File: src/logic/rv_pkg.sv
//////////////////////////////
// widths, opcodes and ALU codes shared by the RV32I slice
// modules refer to these by scoped name
//////////////////////////////
`default_nettype none

package rv_pkg;

    // basic widths
    localparam int xlen_w     = 32;
    localparam int reg_addr_w = 5;
    localparam int num_regs   = 32;

    typedef logic [xlen_w-1:0]     xlen_t;
    typedef logic [reg_addr_w-1:0] reg_addr_t;
    typedef logic [31:0]           inst_t;

    // major opcodes handled by the slice
    typedef logic [6:0] opcode_t;

    localparam opcode_t op_lui   = 7'b0110111;
    localparam opcode_t op_auipc = 7'b0010111;
    localparam opcode_t op_imm   = 7'b0010011;
    localparam opcode_t op_reg   = 7'b0110011;

    // funct3 for OP and OP-IMM
    typedef logic [2:0] funct3_t;

    localparam funct3_t f3_add  = 3'b000;
    localparam funct3_t f3_sll  = 3'b001;
    localparam funct3_t f3_slt  = 3'b010;
    localparam funct3_t f3_sltu = 3'b011;
    localparam funct3_t f3_xor  = 3'b100;
    localparam funct3_t f3_sr   = 3'b101;
    localparam funct3_t f3_or   = 3'b110;
    localparam funct3_t f3_and  = 3'b111;

    // ALU operation, low codes follow funct3 where they can
    typedef logic [3:0] alu_op_t;

    localparam alu_op_t alu_add    = 4'h0;
    localparam alu_op_t alu_sll    = 4'h1;
    localparam alu_op_t alu_slt    = 4'h2;
    localparam alu_op_t alu_sltu   = 4'h3;
    localparam alu_op_t alu_xor    = 4'h4;
    localparam alu_op_t alu_srl    = 4'h5;
    localparam alu_op_t alu_or     = 4'h6;
    localparam alu_op_t alu_and    = 4'h7;
    localparam alu_op_t alu_sub    = 4'h8;
    localparam alu_op_t alu_sra    = 4'hd;
    localparam alu_op_t alu_pass_b = 4'hf;

    // operand selects
    typedef logic [0:0] src_a_sel_t;

    localparam src_a_sel_t src_a_rs1 = 1'b0;
    localparam src_a_sel_t src_a_pc  = 1'b1;

    typedef logic [0:0] src_b_sel_t;

    localparam src_b_sel_t src_b_rs2 = 1'b0;
    localparam src_b_sel_t src_b_imm = 1'b1;

endpackage

`default_nettype wire

File: src/logic/rv_decode.sv
//////////////////////////////
// decode stage: latches the instruction word and pc,
// then derives ALU controls, operand selects and immediate
//////////////////////////////
`timescale 1ns/1ps
`default_nettype none

module rv_decode (
    input  logic               clk,
    input  logic               rst,
    input  logic               in_valid,
    input  rv_pkg::inst_t      in_inst,
    input  rv_pkg::xlen_t      in_pc,
    output logic               dec_valid,
    output rv_pkg::xlen_t      dec_pc,
    output rv_pkg::reg_addr_t  dec_rd,
    output rv_pkg::alu_op_t    alu_op,
    output rv_pkg::src_a_sel_t src_a_sel,
    output rv_pkg::src_b_sel_t src_b_sel,
    output rv_pkg::xlen_t      imm,
    output logic               reg_we,
    output logic               illegal
);

    rv_pkg::inst_t   inst_q;
    rv_pkg::opcode_t opcode;
    rv_pkg::funct3_t funct3;
    logic            funct7_b5;
    rv_pkg::xlen_t   i_imm;
    rv_pkg::xlen_t   u_imm;

    // map funct3 to an ALU operation; sub only exists for OP
    function automatic rv_pkg::alu_op_t alu_from_f3(
        input rv_pkg::funct3_t f3,
        input logic            alt,
        input logic            sub_ok
    );
        rv_pkg::alu_op_t op;
        case (f3)
            rv_pkg::f3_add:  op = (alt && sub_ok) ? rv_pkg::alu_sub : rv_pkg::alu_add;
            rv_pkg::f3_sll:  op = rv_pkg::alu_sll;
            rv_pkg::f3_slt:  op = rv_pkg::alu_slt;
            rv_pkg::f3_sltu: op = rv_pkg::alu_sltu;
            rv_pkg::f3_xor:  op = rv_pkg::alu_xor;
            rv_pkg::f3_sr:   op = alt ? rv_pkg::alu_sra : rv_pkg::alu_srl;
            rv_pkg::f3_or:   op = rv_pkg::alu_or;
            rv_pkg::f3_and:  op = rv_pkg::alu_and;
            default:         op = rv_pkg::alu_add;
        endcase
        return op;
    endfunction

    // valid follows every beat, word and pc only load on a beat
    always_ff @(posedge clk) begin
        if (rst) begin
            dec_valid <= 1'b0;
        end else begin
            dec_valid <= in_valid;
        end
    end

    always_ff @(posedge clk) begin
        if (in_valid) begin
            inst_q <= in_inst;
            dec_pc <= in_pc;
        end
    end

    // instruction fields
    assign opcode    = inst_q[6:0];
    assign funct3    = inst_q[14:12];
    assign funct7_b5 = inst_q[30];
    assign dec_rd    = inst_q[11:7];

    // I-type covers shamt too, ALU only looks at the low 5 bits
    assign i_imm = {{20{inst_q[31]}}, inst_q[31:20]};
    assign u_imm = {inst_q[31:12], 12'h000};

    // control table
    always_comb begin
        alu_op    = rv_pkg::alu_add;
        src_a_sel = rv_pkg::src_a_rs1;
        src_b_sel = rv_pkg::src_b_imm;
        imm       = i_imm;
        reg_we    = 1'b0;
        illegal   = 1'b0;
        case (opcode)
            rv_pkg::op_lui: begin
                alu_op = rv_pkg::alu_pass_b;
                imm    = u_imm;
                reg_we = 1'b1;
            end
            rv_pkg::op_auipc: begin
                alu_op    = rv_pkg::alu_add;
                src_a_sel = rv_pkg::src_a_pc;
                imm       = u_imm;
                reg_we    = 1'b1;
            end
            rv_pkg::op_imm: begin
                alu_op = alu_from_f3(funct3, funct7_b5, 1'b0);
                reg_we = 1'b1;
            end
            rv_pkg::op_reg: begin
                alu_op    = alu_from_f3(funct3, funct7_b5, 1'b1);
                src_b_sel = rv_pkg::src_b_rs2;
                reg_we    = 1'b1;
            end
            default: begin
                // anything else is reported, never written back
                illegal = 1'b1;
            end
        endcase
    end

endmodule

`default_nettype wire

File: src/logic/reg_file.sv
//////////////////////////////
// 32 x 32 register file, registered reads with write-first bypass
//////////////////////////////
`timescale 1ns/1ps
`default_nettype none

module reg_file (
    input  logic              clk,
    input  logic              rst,
    input  logic              rd_en,
    input  rv_pkg::reg_addr_t rs1,
    input  rv_pkg::reg_addr_t rs2,
    output rv_pkg::xlen_t     rs1_data,
    output rv_pkg::xlen_t     rs2_data,
    input  logic              wb_en,
    input  rv_pkg::reg_addr_t wb_rd,
    input  rv_pkg::xlen_t     wb_data
);

    rv_pkg::xlen_t regs [rv_pkg::num_regs];
    logic          wr_live;
    logic          byp1;
    logic          byp2;

    // x0 is never written, so it stays at its reset value
    assign wr_live = wb_en && (wb_rd != '0);
    assign byp1    = wr_live && (wb_rd == rs1);
    assign byp2    = wr_live && (wb_rd == rs2);

    always_ff @(posedge clk) begin
        if (rst) begin
            for (int i = 0; i < rv_pkg::num_regs; i++) begin
                regs[i] <= '0;
            end
        end else if (wr_live) begin
            regs[wb_rd] <= wb_data;
        end
    end

    // same-edge write wins over the stored value
    always_ff @(posedge clk) begin
        if (rd_en) begin
            rs1_data <= byp1 ? wb_data : regs[rs1];
            rs2_data <= byp2 ? wb_data : regs[rs2];
        end
    end

endmodule

`default_nettype wire

File: src/logic/rv_execute.sv
//////////////////////////////
// execute stage: ALU, writeback drive and result record register
//////////////////////////////
`timescale 1ns/1ps
`default_nettype none

module rv_execute (
    input  logic               clk,
    input  logic               rst,
    input  logic               dec_valid,
    input  rv_pkg::xlen_t      dec_pc,
    input  rv_pkg::reg_addr_t  dec_rd,
    input  rv_pkg::alu_op_t    alu_op,
    input  rv_pkg::src_a_sel_t src_a_sel,
    input  rv_pkg::src_b_sel_t src_b_sel,
    input  rv_pkg::xlen_t      imm,
    input  logic               reg_we,
    input  logic               illegal,
    input  rv_pkg::xlen_t      rs1_data,
    input  rv_pkg::xlen_t      rs2_data,
    output logic               wb_en,
    output rv_pkg::reg_addr_t  wb_rd,
    output rv_pkg::xlen_t      wb_data,
    output logic               res_push,
    output rv_pkg::reg_addr_t  res_rd,
    output rv_pkg::xlen_t      res_data,
    output rv_pkg::xlen_t      res_pc,
    output logic               res_illegal
);

    rv_pkg::xlen_t op_a;
    rv_pkg::xlen_t op_b;
    rv_pkg::xlen_t alu_res;
    logic [4:0]    shamt;

    assign op_a  = (src_a_sel == rv_pkg::src_a_pc) ? dec_pc : rs1_data;
    assign op_b  = (src_b_sel == rv_pkg::src_b_imm) ? imm : rs2_data;
    assign shamt = op_b[4:0];

    always_comb begin
        case (alu_op)
            rv_pkg::alu_add:    alu_res = op_a + op_b;
            rv_pkg::alu_sub:    alu_res = op_a - op_b;
            rv_pkg::alu_sll:    alu_res = op_a << shamt;
            rv_pkg::alu_xor:    alu_res = op_a ^ op_b;
            rv_pkg::alu_srl:    alu_res = op_a >> shamt;
            rv_pkg::alu_sra:    alu_res = $unsigned($signed(op_a) >>> shamt);
            rv_pkg::alu_or:     alu_res = op_a | op_b;
            rv_pkg::alu_and:    alu_res = op_a & op_b;
            rv_pkg::alu_slt:    alu_res = rv_pkg::xlen_t'($signed(op_a) < $signed(op_b));
            rv_pkg::alu_sltu:   alu_res = rv_pkg::xlen_t'(op_a < op_b);
            rv_pkg::alu_pass_b: alu_res = op_b;
            default:            alu_res = '0;
        endcase
    end

    // writeback lands in the register file at the next edge
    assign wb_en   = dec_valid && reg_we;
    assign wb_rd   = dec_rd;
    assign wb_data = alu_res;

    always_ff @(posedge clk) begin
        if (rst) begin
            res_push <= 1'b0;
        end else begin
            res_push <= dec_valid;
        end
    end

    // result record, illegal ops carry zero data
    always_ff @(posedge clk) begin
        if (dec_valid) begin
            res_rd      <= dec_rd;
            res_data    <= illegal ? '0 : alu_res;
            res_pc      <= dec_pc;
            res_illegal <= illegal;
        end
    end

endmodule

`default_nettype wire

File: src/logic/result_queue.sv
//////////////////////////////
// result FIFO, pops against downstream credits
// and returns one upstream credit per pop
//////////////////////////////
`timescale 1ns/1ps
`default_nettype none

module result_queue #(
    parameter int IN_CREDITS   = 4,
    parameter int DOWN_CREDITS = 2
) (
    input  logic              clk,
    input  logic              rst,
    input  logic              res_push,
    input  rv_pkg::reg_addr_t res_rd,
    input  rv_pkg::xlen_t     res_data,
    input  rv_pkg::xlen_t     res_pc,
    input  logic              res_illegal,
    input  logic              out_credit,
    output logic              out_valid,
    output rv_pkg::reg_addr_t out_rd,
    output rv_pkg::xlen_t     out_data,
    output rv_pkg::xlen_t     out_pc,
    output logic              out_illegal,
    output logic              in_credit
);

    localparam int PTR_W = (IN_CREDITS > 1) ? $clog2(IN_CREDITS) : 1;
    localparam int CNT_W = $clog2(IN_CREDITS + 1);
    localparam int CRD_W = $clog2(DOWN_CREDITS + 1);

    rv_pkg::reg_addr_t mem_rd      [IN_CREDITS];
    rv_pkg::xlen_t     mem_data    [IN_CREDITS];
    rv_pkg::xlen_t     mem_pc      [IN_CREDITS];
    logic              mem_illegal [IN_CREDITS];

    logic [PTR_W-1:0] wr_ptr;
    logic [PTR_W-1:0] rd_ptr;
    logic [CNT_W-1:0] count;
    logic [CRD_W-1:0] credits;
    logic             empty;
    logic             pop;
    logic             wr_en;
    logic             rd_adv;

    // an empty queue hands the incoming push straight to the output
    assign empty  = (count == '0);
    assign pop    = (!empty || res_push) && (credits != '0);
    assign wr_en  = res_push && !(empty && pop);
    assign rd_adv = pop && !empty;

    always_ff @(posedge clk) begin
        if (wr_en) begin
            mem_rd[wr_ptr]      <= res_rd;
            mem_data[wr_ptr]    <= res_data;
            mem_pc[wr_ptr]      <= res_pc;
            mem_illegal[wr_ptr] <= res_illegal;
        end
    end

    // pointers wrap at IN_CREDITS, which need not be a power of two
    always_ff @(posedge clk) begin
        if (rst) begin
            wr_ptr <= '0;
            rd_ptr <= '0;
            count  <= '0;
        end else begin
            if (wr_en) begin
                wr_ptr <= (wr_ptr == PTR_W'(IN_CREDITS - 1)) ? '0 : wr_ptr + PTR_W'(1);
            end
            if (rd_adv) begin
                rd_ptr <= (rd_ptr == PTR_W'(IN_CREDITS - 1)) ? '0 : rd_ptr + PTR_W'(1);
            end
            if (wr_en && !rd_adv) begin
                count <= count + CNT_W'(1);
            end else if (rd_adv && !wr_en) begin
                count <= count - CNT_W'(1);
            end
        end
    end

    // downstream credit counter
    always_ff @(posedge clk) begin
        if (rst) begin
            credits <= CRD_W'(DOWN_CREDITS);
        end else if (pop && !out_credit) begin
            credits <= credits - CRD_W'(1);
        end else if (out_credit && !pop) begin
            credits <= credits + CRD_W'(1);
        end
    end

    always_ff @(posedge clk) begin
        if (rst) begin
            out_valid <= 1'b0;
            in_credit <= 1'b0;
        end else begin
            out_valid <= pop;
            in_credit <= pop;
        end
    end

    always_ff @(posedge clk) begin
        if (pop) begin
            out_rd      <= empty ? res_rd      : mem_rd[rd_ptr];
            out_data    <= empty ? res_data    : mem_data[rd_ptr];
            out_pc      <= empty ? res_pc      : mem_pc[rd_ptr];
            out_illegal <= empty ? res_illegal : mem_illegal[rd_ptr];
        end
    end

endmodule

`default_nettype wire

File: src/logic/rv_exec_slice.sv
//////////////////////////////
// top of the RV32I decode/execute slice with credit handshakes
//////////////////////////////
`timescale 1ns/1ps
`default_nettype none

module rv_exec_slice #(
    parameter int IN_CREDITS   = 4,
    parameter int DOWN_CREDITS = 2
) (
    input  logic              clk,
    input  logic              rst,
    input  logic              in_valid,
    input  rv_pkg::inst_t     in_inst,
    input  rv_pkg::xlen_t     in_pc,
    output logic              in_credit,
    output logic              out_valid,
    output rv_pkg::reg_addr_t out_rd,
    output rv_pkg::xlen_t     out_data,
    output rv_pkg::xlen_t     out_pc,
    output logic              out_illegal,
    input  logic              out_credit
);

    // decode to execute
    logic               dec_valid;
    rv_pkg::xlen_t      dec_pc;
    rv_pkg::reg_addr_t  dec_rd;
    rv_pkg::alu_op_t    alu_op;
    rv_pkg::src_a_sel_t src_a_sel;
    rv_pkg::src_b_sel_t src_b_sel;
    rv_pkg::xlen_t      imm;
    logic               reg_we;
    logic               illegal;

    // register file ports
    rv_pkg::xlen_t      rs1_data;
    rv_pkg::xlen_t      rs2_data;
    logic               wb_en;
    rv_pkg::reg_addr_t  wb_rd;
    rv_pkg::xlen_t      wb_data;

    // execute to queue
    logic               res_push;
    rv_pkg::reg_addr_t  res_rd;
    rv_pkg::xlen_t      res_data;
    rv_pkg::xlen_t      res_pc;
    logic               res_illegal;

    rv_decode u_decode (
        .clk       (clk),
        .rst       (rst),
        .in_valid  (in_valid),
        .in_inst   (in_inst),
        .in_pc     (in_pc),
        .dec_valid (dec_valid),
        .dec_pc    (dec_pc),
        .dec_rd    (dec_rd),
        .alu_op    (alu_op),
        .src_a_sel (src_a_sel),
        .src_b_sel (src_b_sel),
        .imm       (imm),
        .reg_we    (reg_we),
        .illegal   (illegal)
    );

    // operands are read from the raw word on the accept edge
    reg_file u_reg_file (
        .clk      (clk),
        .rst      (rst),
        .rd_en    (in_valid),
        .rs1      (in_inst[19:15]),
        .rs2      (in_inst[24:20]),
        .rs1_data (rs1_data),
        .rs2_data (rs2_data),
        .wb_en    (wb_en),
        .wb_rd    (wb_rd),
        .wb_data  (wb_data)
    );

    rv_execute u_execute (
        .clk         (clk),
        .rst         (rst),
        .dec_valid   (dec_valid),
        .dec_pc      (dec_pc),
        .dec_rd      (dec_rd),
        .alu_op      (alu_op),
        .src_a_sel   (src_a_sel),
        .src_b_sel   (src_b_sel),
        .imm         (imm),
        .reg_we      (reg_we),
        .illegal     (illegal),
        .rs1_data    (rs1_data),
        .rs2_data    (rs2_data),
        .wb_en       (wb_en),
        .wb_rd       (wb_rd),
        .wb_data     (wb_data),
        .res_push    (res_push),
        .res_rd      (res_rd),
        .res_data    (res_data),
        .res_pc      (res_pc),
        .res_illegal (res_illegal)
    );

    result_queue #(
        .IN_CREDITS   (IN_CREDITS),
        .DOWN_CREDITS (DOWN_CREDITS)
    ) u_result_queue (
        .clk         (clk),
        .rst         (rst),
        .res_push    (res_push),
        .res_rd      (res_rd),
        .res_data    (res_data),
        .res_pc      (res_pc),
        .res_illegal (res_illegal),
        .out_credit  (out_credit),
        .out_valid   (out_valid),
        .out_rd      (out_rd),
        .out_data    (out_data),
        .out_pc      (out_pc),
        .out_illegal (out_illegal),
        .in_credit   (in_credit)
    );

endmodule

`default_nettype wire

File: config.mk
export PLATFORM = sky130hd
export DESIGN_NAME = rv_exec_slice
export DESIGN_NICKNAME = d
export VERILOG_FILES = /design/src/logic/rv_pkg.sv /design/src/logic/rv_decode.sv /design/src/logic/reg_file.sv /design/src/logic/rv_execute.sv /design/src/logic/result_queue.sv /design/src/logic/rv_exec_slice.sv
export SDC_FILE = /design/constraint.sdc
export NUM_CORES = 2
export LEC_CHECK = 0
export BUFFER_PORTS_ARGS = -buffer_cell sky130_fd_sc_hd__buf_4
export CAP_MARGIN = 30
export CORE_MARGIN = 1
export CORE_UTILIZATION = 55
export CTS_CLUSTER_SIZE = 16
export DETAILED_ROUTE_END_ITERATION = 10
export PLACE_DENSITY = 0.71
export SETUP_SLACK_MARGIN = 0.3
export SYNTH_ARGS = -nofsm -noshare
export SYNTH_HDL_FRONTEND = slang
export SYNTH_SLANG_ARGS = --single-unit
export TNS_END_PERCENT = 10
File: constraint.sdc
create_clock -name clk -period 5.67 [get_ports clk]
set_clock_uncertainty 0.1 [all_clocks]
set_input_delay 0.2835 -clock clk [delete_from_list [all_inputs] [get_ports clk]]
set_output_delay 0.2835 -clock clk [all_outputs]
set_load 0.005 [all_outputs]
==> reports/summary.md <==
The flow ran to the end, and the final reports show no timing, DRC or antenna violations. The maximum ir drop on the vdd rail was 324.4 uV; the leakage component of the power was 34.73 nW. Based on the critical path, the design can be clocked at up to 184.3 MHz. The min-delay analysis places its worst path in the category input port to flop.

The tools report the number of hold violations in the final report as 0. The final clock period utilization by the worst path was 0.9569. In this run the power density over the cells is 346.7 nW/um2. The tools report the via count as 61.27k. The setup path with the least slack is of type flop to flop. Of all cell types, the one taking the most synthesized area is edfxtp_1.

The transition at the pin with the smallest max-transition slack was 1074 ps. The floorplan has 143 rows. Relative to the synthesized area, the layout overhead comes to 14.71%. The worst setup path is launched from a flop.

For the source-to-sink clock delay at the later pin of the worst-skew pair, the log shows 830 ps. After detailed routing, the total wire length is 327600 um. The Yosys step of the flow raised 0 warnings.

After clock tree synthesis, the clock-pin slew on the worst setup and hold paths is 60 ps. Along the worst path, the maximum fanout reaches 34. The fraction of final layout cells with drive strength greater than 1 works out to 0.2825. After detailed routing, the number of remaining DRC violations is 0.

The total power was 33.53 mW; the TritonCTS sink count was 1586. Setup repair after global routing could not meet its margin everywhere. In this run, the number of DRC markers left after iteration 0 of detailed routing was 9994.

The total clock buffers created by CTS was 163; the all-layer global routing usage was 0.4207. For the worst setup path, the data arrival time is 5810 ps. The clock tree synthesis step divided the H-tree into 4 levels. 140 I/O pins were placed.

Fraction of synthesis flops using an asynchronous set or reset pin: 0. OpenSTA, run right after detailed placement, puts the worst setup slack at -107.9 ps. The width of the die works out to 393.5 um. A synthesized cell averages 13.94 um2.

The tools report the placement-stage cell area as 90700 um2. In the post-synthesis netlist, the biggest area contributors are edfxtp_1 56%, mux4_2 19%, nor2_1 5.1%. The logs give 16 for the number of antenna violations at the first check in global routing and 213800 um for the half-perimeter wire length after placement.

Total congestion overflow after global routing: 0. The most instantiated library cell after synthesis was edfxtp_1. The number of synthesized register bits came out at 1586. The worst setup path is captured at a flop.

The count of buffers added on input and output ports is 139. The die outline height came out at 393.5 um. Buffer cell driving the clock tree root: clkbuf_16. The worst path meets setup with 244.4 ps of slack. The global-route wire length before repair is 453700 um, and the final estimated routing congestion in global placement is 1.076.

Data on the critical path is required at its endpoint by 6050 ps. The post-synthesis sequential area ratio is 0.5632. The area share of the leading cell type in the synthesized netlist is 0.5599, and the total number of nets in the final design is 6542. Across the run, the number of max-cap violations was 0. Setup violations remaining at the end of the flow were counted as 0.

The most used flip-flop cell after synthesis is edfxtp_1. The count of flip-flops with a built-in enable after synthesis was 1572. The floorplan step defined a die boundary enclosing 154900 um2.

The tools report the pin count of the biggest net entering global routing as 93. The core region is 152100 um2. The finished cells cover 96710 um2. The maximum number of buffers from clock root to sink is 3, and the via count of the first global-routing pass is 59.65k.

Initial core utilization: 0.5544. TritonCTS built the clock tree. Before antenna repair, the detailed router went through 7 iterations. The number of pins with negative max-slew slack in the final report is 0, and the headroom to the max-slew limit is 0.2782.

Synthesis produced a netlist whose cell count is 6046. For the number of distinct standard cells referenced by the synthesized netlist, the log shows 112. The shortest period the worst path allows works out to 5426 ps. Sorting the synthesized cells by how often they occur yields 1572 x edfxtp_1, 1155 x nor2_1, 713 x mux4_2, 316 x clkbuf_1, 203 x nand2_1.

In this run the cell area of the synthesized design comes to 84310 um2. After detailed routing, the average wire length per cell comes to 38.37 um. Using the TritonRoute via totals, the vias-per-cell ratio works out to 7.177.

The tools report the residual antenna-violating net count after detailed routing as 0. Adding up every negative setup slack in the final design gives 0 ps.
final timing paths:
check / start / to / slack (ps) / cells after the start
max: u_decode.inst_q[5] / u_execute.res_data[18] / 240 / 19
min: in_pc[19] / u_decode.dec_pc[19] / 90 / 2
max reg2reg: u_decode.inst_q[5] / u_execute.res_data[18] / 240 / 19
min reg2reg: u_decode.dec_pc[14] / u_execute.res_pc[14] / 400 / 0
metal layers:
layer  share of wire  track usage  up-vias
met4           0.080       0.2779       16
met1            0.34       0.5432    30775
met3            0.13       0.1108     1046
met2            0.45       0.6317     5179
li1                -            -    24258
met5         0.00032            0        -
sequential cells by signal, indices dropped and copies added (netlist names), 3 cells and up, named ones only:
register and cells:
u_reg_file.regs 1024, u_result_queue.out_pc 32, u_reg_file.rs2_data 32, u_decode.inst_q 32
u_execute.res_rd 5, u_result_queue.mem_data 128, u_result_queue.out_rd 5, u_result_queue.mem_rd 20
u_execute.res_pc 32, u_result_queue.mem_illegal 4, u_execute.res_data 32, u_reg_file.rs1_data 32
u_result_queue.out_data 32, u_result_queue.count 3, u_decode.dec_pc 32, u_result_queue.mem_pc 128
kinds of logic after synthesis:
group,synth area share
and+or+nand+nor,0.1024
DFF,0.5632
buffers and inverters,0.03412
other,0.00004448
muxes,0.2083
AOI/OAI and AO/OA,0.07319
xor gates and xnor gates,0.002493
adders and majority gates,0.01615
layout by cell type (no fill, tap or decap), drive strengths merged, types with 26 or more instances in the layout:
cell	netlist	routed
a21oi	202	202
nor2b	88	88
clkinv	0	85
nand3	148	148
nor4	26	26
o21ai	174	174
buf	252	633
mux2i	56	56
mux4	713	713
nor3	50	50
mux2	84	84
ha	104	104
dlygate4sd3	0	59
nand4	63	63
a22o	26	26
clkbuf	316	198
and2	29	29
nor2	1158	1158
o211ai	103	103
a211oi	93	93
conb	1	32
edfxtp	1572	1572
o22ai	28	28
nand2b	50	50
inv	105	108
nand2	204	204
cell type report:
cell class / count / area [um2]
tap: 2030 / 2540
antenna: 5 / 12.51
sequential: 1586 / 47500
clock inverter: 103 / 1080
timing repair buffer: 693 / 6437
fill: 11150 / 55370
clock buffer: 197 / 4238
inverter: 105 / 394.1
multi-input combinational: 3818 / 34510
critical path, cell delays in order (launching register included):
cell and delay, ps:
edfxtp_1 440, nand4bb_1 220, buf_4 270, o21ai_2 260
buf_4 170, and2_0 270, inv_1 110, ha_1 290
or3b_1 450, or4_1 440, a21oi_2 170, o21ai_2 130
buf_4 190, and3_1 180, o21ai_0 250, buf_4 190
o2111ai_1 230, nor4_4 270, buf_12 270, nor2_1 180
per-stage QoR:
step / hold WS, ps / cells / util
6_report: 90.34 / 8537 / 0.6359
5_1_grt: 82.63 / 8532 / 0.6358
3_3_place_gp: 362.3 / 8160 / 0.5956
3_5_place_dp: 362.8 / 8169 / 0.5964
2_1_floorplan: 282.4 / 6077 / -
4_1_cts: 30.59 / 8529 / 0.6355
repair_timing:
action,CTS,global route
hold buffers,59,0
pin swaps,2,1
setup endpoints to repair,550,498
gates resized for setup,13,10
hold endpoints to repair,120,0
buffers inserted,1,0
power breakdown:
part           switching, mW  internal, mW  total [mW]
clock network           4.75          5.98        10.7
logic                   5.12          3.33        8.45
registers              0.532          13.8        14.3
(Power assumes the default switching activity.)
